===== config.mk =====
export PLATFORM = sky130hd
export DESIGN_NAME = hud_display
export DESIGN_NICKNAME = d
export VERILOG_FILES = /design/src/design/glyph_pkg.sv /design/src/design/hud_pkg.sv /design/src/design/glyph_rom.sv /design/src/design/hud_display.sv /design/src/design/hud_mixer.sv /design/src/design/num_display.sv /design/src/design/raster_counter.sv
export SDC_FILE = /design/constraint.sdc
export NUM_CORES = 1
export LEC_CHECK = 0
export BUFFER_PORTS_ARGS = -buffer_cell sky130_fd_sc_hd__buf_4
export CORE_UTILIZATION = 30
export CTS_CLUSTER_SIZE = 16
export DETAILED_ROUTE_END_ITERATION = 6
export GPL_TIMING_DRIVEN = 0
export SETUP_SLACK_MARGIN = 0.05
export SYNTH_ARGS = -nofsm -noshare
export SYNTH_HDL_FRONTEND = slang
export SYNTH_HIERARCHICAL = 1
export SYNTH_SLANG_ARGS = --single-unit

===== constraint.sdc =====
create_clock -name pixel_clk_in -period 12.6 [get_ports pixel_clk_in]
set_input_delay 3.78 -clock pixel_clk_in [delete_from_list [all_inputs] [get_ports pixel_clk_in]]
set_output_delay 3.78 -clock pixel_clk_in [all_outputs]
set_load 0.1 [all_outputs]

===== src/design/glyph_pkg.sv =====
package glyph_pkg;

    typedef logic [3:0] digit_t;       // one bcd nibble.
    typedef logic [8:0] glyph_addr_t;  // bit address into the font rom.

    localparam int GLYPH_W     = 5;  // columns per glyph.
    localparam int GLYPH_H     = 7;  // lines per glyph.
    localparam int GLYPH_SIZE  = GLYPH_W * GLYPH_H;
    localparam int GLYPH_COUNT = 10; // digits 0 to 9 only.

    // Distance between the left columns of neighbouring digits.
    // One blank column separates two glyphs.
    localparam int DIGIT_PITCH = 6;

    // total number of font bits held by the rom.
    localparam int GLYPH_ROM_DEPTH = GLYPH_COUNT * GLYPH_SIZE;

    // one glyph line, leftmost pixel in the most significant bit.
    typedef logic [GLYPH_W-1:0] glyph_row_t;

    // The rom is addressed as
    //   col + row * GLYPH_W + digit * GLYPH_SIZE
    // so each glyph occupies a contiguous, row-major block of bits.
    // A valid address never reaches GLYPH_ROM_DEPTH.

endpackage


===== src/design/hud_pkg.sv =====
package hud_pkg;

    typedef logic [10:0] hcount_t;  // horizontal pixel position.
    typedef logic [9:0]  vcount_t;  // line number.
    typedef logic [11:0] rgb12_t;   // four bits each of red, green, blue.
    typedef logic [11:0] bcd3_t;    // three bcd digits, most significant first.

    // left column of each digit cell, hundreds digit first.
    localparam hcount_t TIME_COL_2   = 11'd57;
    localparam hcount_t TIME_COL_1   = 11'd63;
    localparam hcount_t TIME_COL_0   = 11'd69;
    localparam hcount_t POINTS_COL_2 = 11'd582;
    localparam hcount_t POINTS_COL_1 = 11'd588;
    localparam hcount_t POINTS_COL_0 = 11'd594;
    localparam vcount_t DIGIT_ROW    = 10'd427;  // top line of all six cells.

    // badge boxes sit behind the digits.
    localparam hcount_t TIME_BOX_X   = 11'd50;
    localparam vcount_t TIME_BOX_Y   = 10'd415;
    localparam hcount_t POINTS_BOX_X = 11'd575;
    localparam vcount_t POINTS_BOX_Y = 10'd415;
    localparam hcount_t BOX_SIZE     = 11'd32;   // boxes are square.

    localparam rgb12_t DIGIT_COLOUR      = 12'hFFF;
    localparam rgb12_t TIME_BOX_COLOUR   = 12'hFF0;
    localparam rgb12_t POINTS_BOX_COLOUR = 12'h00F;
    localparam rgb12_t BG_COLOUR         = 12'h000;

endpackage


===== src/design/glyph_rom.sv =====
`timescale 1ns/1ns

module glyph_rom import glyph_pkg::*; (
    input  logic        pixel_clk_in,
    input  glyph_addr_t addr,
    output logic        bit_out
);

    // 5x7 digit shapes, seven lines per digit.
    localparam glyph_row_t FONT_ROWS [GLYPH_COUNT * GLYPH_H] = '{
        5'b01110, 5'b10001, 5'b10011, 5'b10101, 5'b11001, 5'b10001, 5'b01110,
        5'b00100, 5'b01100, 5'b00100, 5'b00100, 5'b00100, 5'b00100, 5'b01110,
        5'b01110, 5'b10001, 5'b00001, 5'b00010, 5'b00100, 5'b01000, 5'b11111,
        5'b11111, 5'b00010, 5'b00100, 5'b00010, 5'b00001, 5'b10001, 5'b01110,
        5'b00010, 5'b00110, 5'b01010, 5'b10010, 5'b11111, 5'b00010, 5'b00010,
        5'b11111, 5'b10000, 5'b11110, 5'b00001, 5'b00001, 5'b10001, 5'b01110,
        5'b00110, 5'b01000, 5'b10000, 5'b11110, 5'b10001, 5'b10001, 5'b01110,
        5'b11111, 5'b00001, 5'b00010, 5'b00100, 5'b01000, 5'b01000, 5'b01000,
        5'b01110, 5'b10001, 5'b10001, 5'b01110, 5'b10001, 5'b10001, 5'b01110,
        5'b01110, 5'b10001, 5'b10001, 5'b01111, 5'b00001, 5'b00010, 5'b01100
    };

    // flatten the rows into one bit per address.
    function automatic logic [GLYPH_ROM_DEPTH-1:0] build_font();
        logic [GLYPH_ROM_DEPTH-1:0] bits;
        bits = '0;
        for (int d = 0; d < GLYPH_COUNT; d++) begin
            for (int r = 0; r < GLYPH_H; r++) begin
                for (int c = 0; c < GLYPH_W; c++) begin
                    bits[d * GLYPH_SIZE + r * GLYPH_W + c] =
                        FONT_ROWS[d * GLYPH_H + r][GLYPH_W - 1 - c];
                end
            end
        end
        return bits;
    endfunction

    localparam logic [GLYPH_ROM_DEPTH-1:0] FONT = build_font();

    always_ff @(posedge pixel_clk_in) begin
        bit_out <= FONT[addr];  // one cycle read latency.
    end

    // the renderer parks the address at zero outside digit cells.
    a_addr_range: assert property (
        @(posedge pixel_clk_in)
        !$isunknown(addr) |-> addr < glyph_addr_t'(GLYPH_ROM_DEPTH)
    ) else $error("font address %0d is past the last glyph", addr);

endmodule


===== src/design/hud_display.sv =====
`timescale 1ns/1ns

module hud_display import hud_pkg::*; #(
    parameter int H_ACTIVE     = 640,
    parameter int H_TOTAL      = 800,
    parameter int H_SYNC_START = 656,
    parameter int H_SYNC_END   = 752,
    parameter int V_ACTIVE     = 480,
    parameter int V_TOTAL      = 525,
    parameter int V_SYNC_START = 490,
    parameter int V_SYNC_END   = 492
) (
    input  logic    pixel_clk_in,
    input  logic    reset,
    input  bcd3_t   time_left,
    input  bcd3_t   point_total,
    output rgb12_t  pixel,
    output logic    hsync_out,
    output logic    vsync_out,
    output hcount_t hcount_out,
    output vcount_t vcount_out
);

    hcount_t hcount;
    vcount_t vcount;
    logic    active;
    logic    hsync;
    logic    vsync;
    logic    glyph_on;  // two cycles behind the raster state.

    raster_counter #(
        .H_ACTIVE    (H_ACTIVE),
        .H_TOTAL     (H_TOTAL),
        .H_SYNC_START(H_SYNC_START),
        .H_SYNC_END  (H_SYNC_END),
        .V_ACTIVE    (V_ACTIVE),
        .V_TOTAL     (V_TOTAL),
        .V_SYNC_START(V_SYNC_START),
        .V_SYNC_END  (V_SYNC_END)
    ) raster_counter_i (
        .pixel_clk_in(pixel_clk_in),
        .reset       (reset),
        .hcount      (hcount),
        .vcount      (vcount),
        .active      (active),
        .hsync       (hsync),
        .vsync       (vsync)
    );

    num_display #(
        .V_ACTIVE(V_ACTIVE)
    ) num_display_i (
        .pixel_clk_in(pixel_clk_in),
        .reset       (reset),
        .time_left   (time_left),
        .point_total (point_total),
        .hcount      (hcount),
        .vcount      (vcount),
        .glyph_on    (glyph_on)
    );

    hud_mixer hud_mixer_i (
        .pixel_clk_in(pixel_clk_in),
        .reset       (reset),
        .hcount      (hcount),
        .vcount      (vcount),
        .active      (active),
        .hsync       (hsync),
        .vsync       (vsync),
        .glyph_on    (glyph_on),
        .pixel       (pixel),
        .hsync_out   (hsync_out),
        .vsync_out   (vsync_out),
        .hcount_out  (hcount_out),
        .vcount_out  (vcount_out)
    );

endmodule


===== src/design/hud_mixer.sv =====
`timescale 1ns/1ns

module hud_mixer import hud_pkg::*; (
    input  logic    pixel_clk_in,
    input  logic    reset,
    input  hcount_t hcount,
    input  vcount_t vcount,
    input  logic    active,
    input  logic    hsync,
    input  logic    vsync,
    input  logic    glyph_on,
    output rgb12_t  pixel,
    output logic    hsync_out,
    output logic    vsync_out,
    output hcount_t hcount_out,
    output vcount_t vcount_out
);

    hcount_t hcount_d1;
    hcount_t hcount_d2;
    vcount_t vcount_d1;
    vcount_t vcount_d2;
    logic    active_d1;
    logic    active_d2;
    logic    hsync_d1;
    logic    hsync_d2;
    logic    vsync_d1;
    logic    vsync_d2;
    rgb12_t  pixel_next;

    function automatic logic in_box(hcount_t x, vcount_t y, hcount_t box_x, vcount_t box_y);
        return (x >= box_x) && (x < box_x + BOX_SIZE) &&
               (y >= box_y) && (y < box_y + vcount_t'(BOX_SIZE));
    endfunction

    // two stages match the renderer latency.
    always_ff @(posedge pixel_clk_in) begin
        if (reset) begin
            hcount_d1 <= '0;
            hcount_d2 <= '0;
            vcount_d1 <= '0;
            vcount_d2 <= '0;
            active_d1 <= 1'b0;
            active_d2 <= 1'b0;
            hsync_d1  <= 1'b0;
            hsync_d2  <= 1'b0;
            vsync_d1  <= 1'b0;
            vsync_d2  <= 1'b0;
        end else begin
            hcount_d1 <= hcount;
            hcount_d2 <= hcount_d1;
            vcount_d1 <= vcount;
            vcount_d2 <= vcount_d1;
            active_d1 <= active;
            active_d2 <= active_d1;
            hsync_d1  <= hsync;
            hsync_d2  <= hsync_d1;
            vsync_d1  <= vsync;
            vsync_d2  <= vsync_d1;
        end
    end

    always_comb begin
        if (!active_d2) begin
            pixel_next = BG_COLOUR;
        end else if (glyph_on) begin
            pixel_next = DIGIT_COLOUR;
        end else if (in_box(hcount_d2, vcount_d2, TIME_BOX_X, TIME_BOX_Y)) begin
            pixel_next = TIME_BOX_COLOUR;
        end else if (in_box(hcount_d2, vcount_d2, POINTS_BOX_X, POINTS_BOX_Y)) begin
            pixel_next = POINTS_BOX_COLOUR;
        end else begin
            pixel_next = BG_COLOUR;
        end
    end

    always_ff @(posedge pixel_clk_in) begin
        if (reset) begin
            pixel      <= BG_COLOUR;
            hsync_out  <= 1'b0;
            vsync_out  <= 1'b0;
            hcount_out <= '0;
            vcount_out <= '0;
        end else begin
            pixel      <= pixel_next;
            hsync_out  <= hsync_d2;
            vsync_out  <= vsync_d2;
            hcount_out <= hcount_d2;  // tags the pixel with its position.
            vcount_out <= vcount_d2;
        end
    end

    a_blank_is_bg: assert property (
        @(posedge pixel_clk_in) disable iff (reset)
        !active_d2 |=> pixel == BG_COLOUR
    ) else $error("pixel %h drawn during blanking", pixel);

endmodule


===== src/design/num_display.sv =====
`timescale 1ns/1ns

module num_display import hud_pkg::*, glyph_pkg::*; #(
    parameter int V_ACTIVE = 480
) (
    input  logic    pixel_clk_in,
    input  logic    reset,
    input  bcd3_t   time_left,
    input  bcd3_t   point_total,
    input  hcount_t hcount,
    input  vcount_t vcount,
    output logic    glyph_on
);

    localparam int CELLS = 6;

    localparam hcount_t CELL_X [CELLS] = '{
        TIME_COL_2, TIME_COL_1, TIME_COL_0,
        POINTS_COL_2, POINTS_COL_1, POINTS_COL_0
    };

    bcd3_t            time_shadow;
    bcd3_t            point_shadow;
    digit_t           cell_digit [CELLS];
    logic [CELLS-1:0] cell_hit;
    logic             row_hit;
    logic             in_cell;
    glyph_addr_t      addr_next;
    glyph_addr_t      addr_q;
    logic             cell_q;
    logic             cell_d2;
    logic             rom_bit;

    // Neighbouring cells must sit exactly one pitch apart.
    // That spacing keeps the six cells disjoint.
    if ((TIME_COL_1 - TIME_COL_2 != DIGIT_PITCH) || (TIME_COL_0 - TIME_COL_1 != DIGIT_PITCH) ||
        (POINTS_COL_1 - POINTS_COL_2 != DIGIT_PITCH) ||
        (POINTS_COL_0 - POINTS_COL_1 != DIGIT_PITCH)) begin : g_pitch_check
        $error("digit columns do not follow the digit pitch");
    end

    // counters change only at the start of vertical blanking, so no frame tears.
    always_ff @(posedge pixel_clk_in) begin
        if (reset) begin
            time_shadow  <= '0;
            point_shadow <= '0;
        end else if (hcount == '0 && vcount == vcount_t'(V_ACTIVE)) begin
            time_shadow  <= time_left;
            point_shadow <= point_total;
        end
    end

    assign cell_digit = '{
        time_shadow[11:8], time_shadow[7:4], time_shadow[3:0],
        point_shadow[11:8], point_shadow[7:4], point_shadow[3:0]
    };

    assign row_hit = (vcount >= DIGIT_ROW) && (vcount < DIGIT_ROW + vcount_t'(GLYPH_H));

    always_comb begin
        int col_off;
        int row_off;
        int digit;
        col_off = 0;
        row_off = int'(vcount - DIGIT_ROW);
        digit   = 0;
        for (int i = 0; i < CELLS; i++) begin
            cell_hit[i] = row_hit && (hcount >= CELL_X[i]) &&
                          (hcount < CELL_X[i] + hcount_t'(GLYPH_W));
            if (cell_hit[i]) begin
                col_off = int'(hcount - CELL_X[i]);
                digit   = int'(cell_digit[i]);
            end
        end
        in_cell = (|cell_hit) && (digit < GLYPH_COUNT);  // nibbles above 9 stay blank.
        if (in_cell) begin
            addr_next = glyph_addr_t'(col_off + row_off * GLYPH_W + digit * GLYPH_SIZE);
        end else begin
            addr_next = '0;
        end
    end

    always_ff @(posedge pixel_clk_in) begin
        if (reset) begin
            addr_q  <= '0;
            cell_q  <= 1'b0;
            cell_d2 <= 1'b0;
        end else begin
            addr_q  <= addr_next;
            cell_q  <= in_cell;
            cell_d2 <= cell_q;  // lines up with the rom output register.
        end
    end

    glyph_rom glyph_rom_i (
        .pixel_clk_in(pixel_clk_in),
        .addr        (addr_q),
        .bit_out     (rom_bit)
    );

    assign glyph_on = rom_bit & cell_d2;

    a_one_cell: assert property (
        @(posedge pixel_clk_in) disable iff (reset)
        $onehot0(cell_hit)
    ) else $error("beam at %0d,%0d falls in two digit cells", hcount, vcount);

endmodule


===== src/design/raster_counter.sv =====
`timescale 1ns/1ns

module raster_counter import hud_pkg::*; #(
    parameter int H_ACTIVE     = 640,
    parameter int H_TOTAL      = 800,
    parameter int H_SYNC_START = 656,
    parameter int H_SYNC_END   = 752,
    parameter int V_ACTIVE     = 480,
    parameter int V_TOTAL      = 525,
    parameter int V_SYNC_START = 490,
    parameter int V_SYNC_END   = 492
) (
    input  logic    pixel_clk_in,
    input  logic    reset,
    output hcount_t hcount,
    output vcount_t vcount,
    output logic    active,
    output logic    hsync,
    output logic    vsync
);

    hcount_t h_next;
    vcount_t v_next;

    // next beam position, so that every flag is registered with the counters.
    always_comb begin
        if (hcount == hcount_t'(H_TOTAL - 1)) begin
            h_next = '0;
            if (vcount == vcount_t'(V_TOTAL - 1)) begin
                v_next = '0;
            end else begin
                v_next = vcount + 1'b1;
            end
        end else begin
            h_next = hcount + 1'b1;
            v_next = vcount;
        end
    end

    always_ff @(posedge pixel_clk_in) begin
        if (reset) begin
            hcount <= '0;
            vcount <= '0;
            active <= 1'b0;
            hsync  <= 1'b0;
            vsync  <= 1'b0;
        end else begin
            hcount <= h_next;
            vcount <= v_next;
            active <= (h_next < hcount_t'(H_ACTIVE)) && (v_next < vcount_t'(V_ACTIVE));
            hsync  <= (h_next >= hcount_t'(H_SYNC_START)) &&
                      (h_next < hcount_t'(H_SYNC_END));    // one pulse per line.
            vsync  <= (v_next >= vcount_t'(V_SYNC_START)) &&
                      (v_next < vcount_t'(V_SYNC_END));    // whole lines.
        end
    end

    a_hcount_range: assert property (
        @(posedge pixel_clk_in) disable iff (reset)
        hcount < hcount_t'(H_TOTAL)
    ) else $error("hcount %0d ran past the line length", hcount);

endmodule


# Word-level counts from Yosys, hierarchy flattened
# Memories as Yosys holds them, arrays and structs flattened. A register that Yosys moved wholly into a read port is not among the register bits.
# Cells that the tools add are included.
# W data, S select, Z words.
# word_totals
reg_bits	142
latchBits	0
ramBits	0
rom_bits	512
in_bits	26
output_inout_bits	35
word_cells	118
mem_count	1
# mem_list
name	words	word_bits	read_ports	rd_ports_with_merged_regs	wr	line	text
(no name shown)	512	1	1	1	0	glyph_rom.sv:41	bit_out <= FONT[addr];
# classes
add_sub_neg	11
mul	2
div_mod_pow	0
n_lt_le_gt_ge	27
eq_ne	3
shift	0
mux	18
n_bitwise	3
n_reduce_logical	28
# ops
operator	count
$lt A11 B10 Y1 const B	6
$ge A11 B10 Y1 const B	5
$mux W9	6
$lt A10 B9 Y1 const B	4
$sub A9 B7 Y9 const B	4
$ge A11 B6 Y1 const B	3
$lt A11 B7 Y1 const B	3
$mul A32 B4 Y9 const B	1
$ge A10 B9 Y1 const B	3
$mux W4	7
$logic_and A1 B1 Y1	24
$mux W12	2
$mux W10	2
$add A9 B9 Y9	2
$sub A9 B6 Y9 const B	2
$add A11 B1 Y11 const B	1
$eq A11 B10 Y1 const B	1
$ge A11 B7 Y1 const B	1
$logic_not A11 Y1	1
$lt A11 B6 Y1 const B	1
$mux W11	1
$sub A10 B9 Y11 const B	1
$add A10 B1 Y10 const B	1
$eq A10 B10 Y1 const B	1
7 further kinds	9

# Depth between registers and ports, before layout
# depth
depth_word	14
mapped_depth	28
depth_no_buf	26

# Cells and area by module
# Netlist, hierarchy kept.
# modules_own_cells
mod	n_inst	cells_each	area_each_um2	seq_area_each_um2
num_display	1	471	3811.2	700.7
hud_mixer	1	183	2154.6	1461.4
raster_counter	1	143	1203.7	480.5
glyph_rom	1	115	862.1	20.0

# Worst setup path after synthesis
# OpenSTA, ideal clock, no wires.
# synth_timing
kind	register to register
from	register raster_counter_i.hcount[3]
to	register num_display_i.addr_q[8]
setup_time_ns	0.115
arrival_ns	5.853
required_time_ns	12.485
path_slack_ns	6.633
stages_incl_launch_ff	26
path_buffers	3
period_less_slack_ns	5.967
cell_sequence	dfxtp_1 -> ha_1 -> buf_4 -> or3b_1 -> a211oi_2 -> o221a_1 -> buf_6 -> and2_2 -> buf_2 -> a211oi_1 -> a22oi_2 -> ha_1 -> ha_1 -> ha_1 -> fa_1 -> inv_1 -> fa_1 -> inv_1 -> ha_1 -> a21oi_1 -> o21bai_1 -> a21oi_1 -> xor2_1 -> or3_1 -> and4_1 -> o21a_1
# synth_between
elab_chain_cells	13
elab_cells_between_ends	50
classes_between	add/sub: 8; mul: 1; order compare: 13; mux: 12; bitwise: 1; reduce/logical: 15
# synth_rtl
item	line	text
start, declared	raster_counter.sv:15	output hcount_t hcount,
start signal, assigned	raster_counter.sv:48	hcount <= h_next;
parallel branches: the longest is 13 deep, another holds $ge A11 B6 Y1	--	
end signal, assigned	num_display.sv:89	addr_q <= addr_next;
end, declared	num_display.sv:29	glyph_addr_t addr_q;
# Parallel ways; which one is timed is not known.
# A chain may end at the register's enable or synchronous reset.

# Worst setup path in the final report
# layout_timing
from	register raster_counter_i.hcount[1]
to	register num_display_i.addr_q[8]
# Same word-level chain as after synthesis.

==> results.ini <==
[sta]
slew_viol_final = 0
rsz0062_at_grt = false
setup_ws_ps = 5770
fmax_ghz = 0.146
hold_viol_final = 0
slew_headroom = 0.172
hold_slack_ps = 425
finalSetupTns_ps = 0
setup_viol = 0
skew_ps = 13.7
worstMarginPinSlew_ps = 1230
fin_crit_ps = 6830
fin_crit_sh = 0.542

[critical_path]
crit_buf_inv = 1
reg2reg_slack_ps = 5770
crit_top_cell = ha_1
critical_path.max_stage_delay_ps = 670
endpoint_kind = flip-flop
reg2reg_to = num_display_i/addr_q[8]$_SDFF_PP0_
arrival_ps = 7120
worst_path_max_delay_cell = dfxtp_1
critPathMaxFanout = 12
critPathLaunchType = flip-flop
path_cells = inv_1 -> ha_1 -> a21o_1 -> a211o_1 -> and3_1 -> a211oi_1 -> a31oi_1 -> mux2_2 -> mux2i_1 -> ha_1 -> ha_1 -> ha_1 -> fa_1 -> ha_1 -> fa_1 -> a21o_1 -> a21oi_1 -> o21bai_1 -> a21oi_1 -> xor2_1 -> or3_1 -> and4_1 -> o21a_1
r2r_cells = 23
rr_startpoint = raster_counter_i/hcount[1]$_SDFF_PP0_
crit_family = adder cells
critical_path_required_ps = 12900
critPathKind = flip-flop to flip-flop

[global_route]
grt-ovfl-total = 0
use_met1 = 0.185
grt_start_max_net_pins = 17
use_met2 = 0.233
antenna_found_initial = 0
grt_busiest_layer = met2
grt_usage = 0.142
grt_pass1_wl_mm = 31.9
first_global_vias = 6366
gr-usage-met3 = 0.0284

[outcome]
status = finished, violations left
violations = design-rule violations

[clock_network]
cts_hold_buf = 0
cts-root-buf = clkbuf_16
cts_buffer_depth = 2
clk_latency_ps = 430
htreeDepth = 4
post_cts_buffers = 0
cts_num_sinks = 133
cts_resized = 0
clkSlewWorstSetupHoldPaths_ps = 70
cts_tree = done
cts_buffers = 17

[pwr]
p_leak_nw = 3.95
ir_worst_vdd_uv = 68.4
power_density_mw_per_mm2 = 101
p_total_mw = 0.962

[logic_synthesis]
netlist_area_mm2 = 0.00803
synthCells = 912
synth_ff_type = dfxtp_1
synth_top_family_by_area = simple AND/OR/NAND/NOR gates
synth_top_area_frac = 0.332
ys_types = 96
synth-edff-count = 0
ys_ff_latch = 133
synth_compound_area_frac = 0.164
synth_top_cell_by_area = dfxtp_1
synthSimpleGateAreaFrac = 0.245
async_flop_share = 0
synth_seq_area_share = 0.332
synthXorXnorAreaFrac = 0.0425
avgSynthCellArea_um2 = 8.81
muxShareOfSynthArea = 0.0220
synthAdderAreaFrac = 0.123
ys.warnings.count = 6
synthTopCellsByArea = dfxtp_1 33%, ha_1 9.3%, nor2b_1 6.2%
syn_nets = 1010

[finish]
antenna_cells = 0
fin_area_mm2 = 0.00949
drive_above_1_share = 0.164
nNetsFinal = 1088
syn_to_final_growth_pct = 18.2

[route]
avgViaCountPerCell = 4.93
via_count = 6599
wire_per_inst_um = 14.3
dr.pass1.iters = 7
wl_mm = 19.1
remaining_drc_errors = 17
drtIter0Drc = 458
ant_nets = 0

[placement]
pre_cts_slack_ps = 5860
place_hpwl_mm = 14.2
gp_congestion = 0.903
dpl_cell_area_mm2 = 0.00889
io_buffers = 59

[floorplanning]
start_util = 0.307
rows = 59
fp.dieH_um = 166
core_mm2 = 0.0261
die_x_um = 166
die-area_mm2 = 0.0274
pin_count = 61

[min_path]
hp-class = flip-flop to flip-flop
worstHoldEndpoint = hud_mixer_i/vcount_d2[9]$_SDFF_PP0_
min_from = hud_mixer_i/vcount_d1[9]$_SDFF_PP0_
hold_depth = 1

[run]
drv_cap = 0

## cell families after synthesis
group / after synthesis
XOR/XNOR: 39
AND/OR/NAND/NOR: 344
multiplexers: 15
buffers and inverters: 120
flip-flops: 133
AO/OA/AOI/OAI: 189
adder cells (fa/ha/maj): 72
## sequential cells by signal (all words and copies together) (netlist names), 2 cells and up
signal,cells
hud_mixer_i/vcount_d1,10
hud_mixer_i/hcount_d1,11
hud_mixer_i/hcount_out,11
hud_mixer_i/pixel,2
num_display_i/time_shadow,12
hud_mixer_i/vcount_out,10
num_display_i/point_shadow,12
raster_counter_i/hcount,11
num_display_i/addr_q,9
raster_counter_i/vcount,10
hud_mixer_i/vcount_d2,10
hud_mixer_i/hcount_d2,11
## area by class of cell
| cell class | count | area (um2) |
|---|---|---|
| well taps | 335 | 419 |
| clock inverters | 15 | 173 |
| flip-flops and latches | 133 | 2660 |
| fillers | 2677 | 16600 |
| plain buffers | 56 | 335 |
| inverters | 64 | 243 |
| multi-input cells | 659 | 4790 |
| repair buffers | 59 | 443 |
| clock buffers | 17 | 425 |
## how the worst max path moves through the flow
| stage | from | endpoint | slack [ps] | cells after the start |
|---|---|---|---|---|
| finish | raster_counter_i/hcount[1]$_SDFF_PP0_ | num_display_i/addr_q[8]$_SDFF_PP0_ | 5770 | 23 |
| global route | raster_counter_i/hcount[1]$_SDFF_PP0_ | num_display_i/addr_q[8]$_SDFF_PP0_ | 5310 | 26 |
| CTS | raster_counter_i/hcount[1]$_SDFF_PP0_ | num_display_i/addr_q[8]$_SDFF_PP0_ | 5840 | 26 |
| detailed placement | raster_counter_i/hcount[1]$_SDFF_PP0_ | num_display_i/addr_q[8]$_SDFF_PP0_ | 5860 | 26 |
| global placement | raster_counter_i/hcount[1]$_SDFF_PP0_ | num_display_i/addr_q[8]$_SDFF_PP0_ | 5850 | 25 |
| floorplan | raster_counter_i/hcount[3]$_SDFF_PP0_ | num_display_i/addr_q[8]$_SDFF_PP0_ | 6630 | 25 |
## power breakdown
group	internal [mW]	switching, mW	leakage (nW)
logic	0.0152	0.0215	2.58
registers	0.423	0.00388	1.07
clock network	0.284	0.216	0.289
total	0.722	0.241	3.95
## metrics by stage
stage               std cells  utilization
detailed placement       1306        0.340
global route             1338        0.363
finish                   1338        0.363
CTS                      1338        0.363
global placement         1306        0.340
floorplan                 912            -
## worst reg2reg max path: cells and delay by family, from the launching register on
| family | cells | cell delay [ps] |
|---|---|---|
| XOR/XNOR | 1 | 120 |
| AND/OR/NAND/NOR | 3 | 840 |
| multiplexers | 2 | 500 |
| AO/OA/AOI/OAI | 9 | 2000 |
| flip-flops | 1 | 670 |
| adder cells (fa/ha/maj) | 7 | 2340 |
| buffers and inverters | 1 | 250 |
## Yosys cell counts (8+ instances only)
cell and number:
dfxtp_1 133, fa_1 12, nor2_1 44, clkbuf_1 20, or3_1 8, mux2i_1 12, a21o_1 10, ha_1 60
buf_4 17, nor3_1 13, nand4_1 8, and3_1 12, nand2_1 81, a211oi_1 8, and2_1 16, nand2b_1 13
o21ai_0 27, buf_2 13, nand3_1 15, nor2b_1 80, xor2_1 12, a21oi_1 57, xnor2_1 27, inv_1 60
## metal layers
layer | part of all wire | up-vias | wire [um]
met1 | 0.47 | 3079 | 9020
li1 | - | 3323 | -
met4 | 0.013 | 0 | 252
met3 | 0.045 | 24 | 856
met5 | 0 | - | 0
met2 | 0.47 | 173 | 8960
## cells in the final DEF (no fill, tap or decap), types with 15 or more instances in the layout
master	n
dfxtp_1	133
ha_1	60
a21oi_1	57
nand3_1	15
o21ai_0	27
buf_4	76
clkbuf_1	20
clkbuf_16	17
and2_1	16
nor2b_1	80
nor2_1	44
inv_1	60
nand2_1	81
xnor2_1	27
Note: power is estimated with default switching activity, not from simulation.
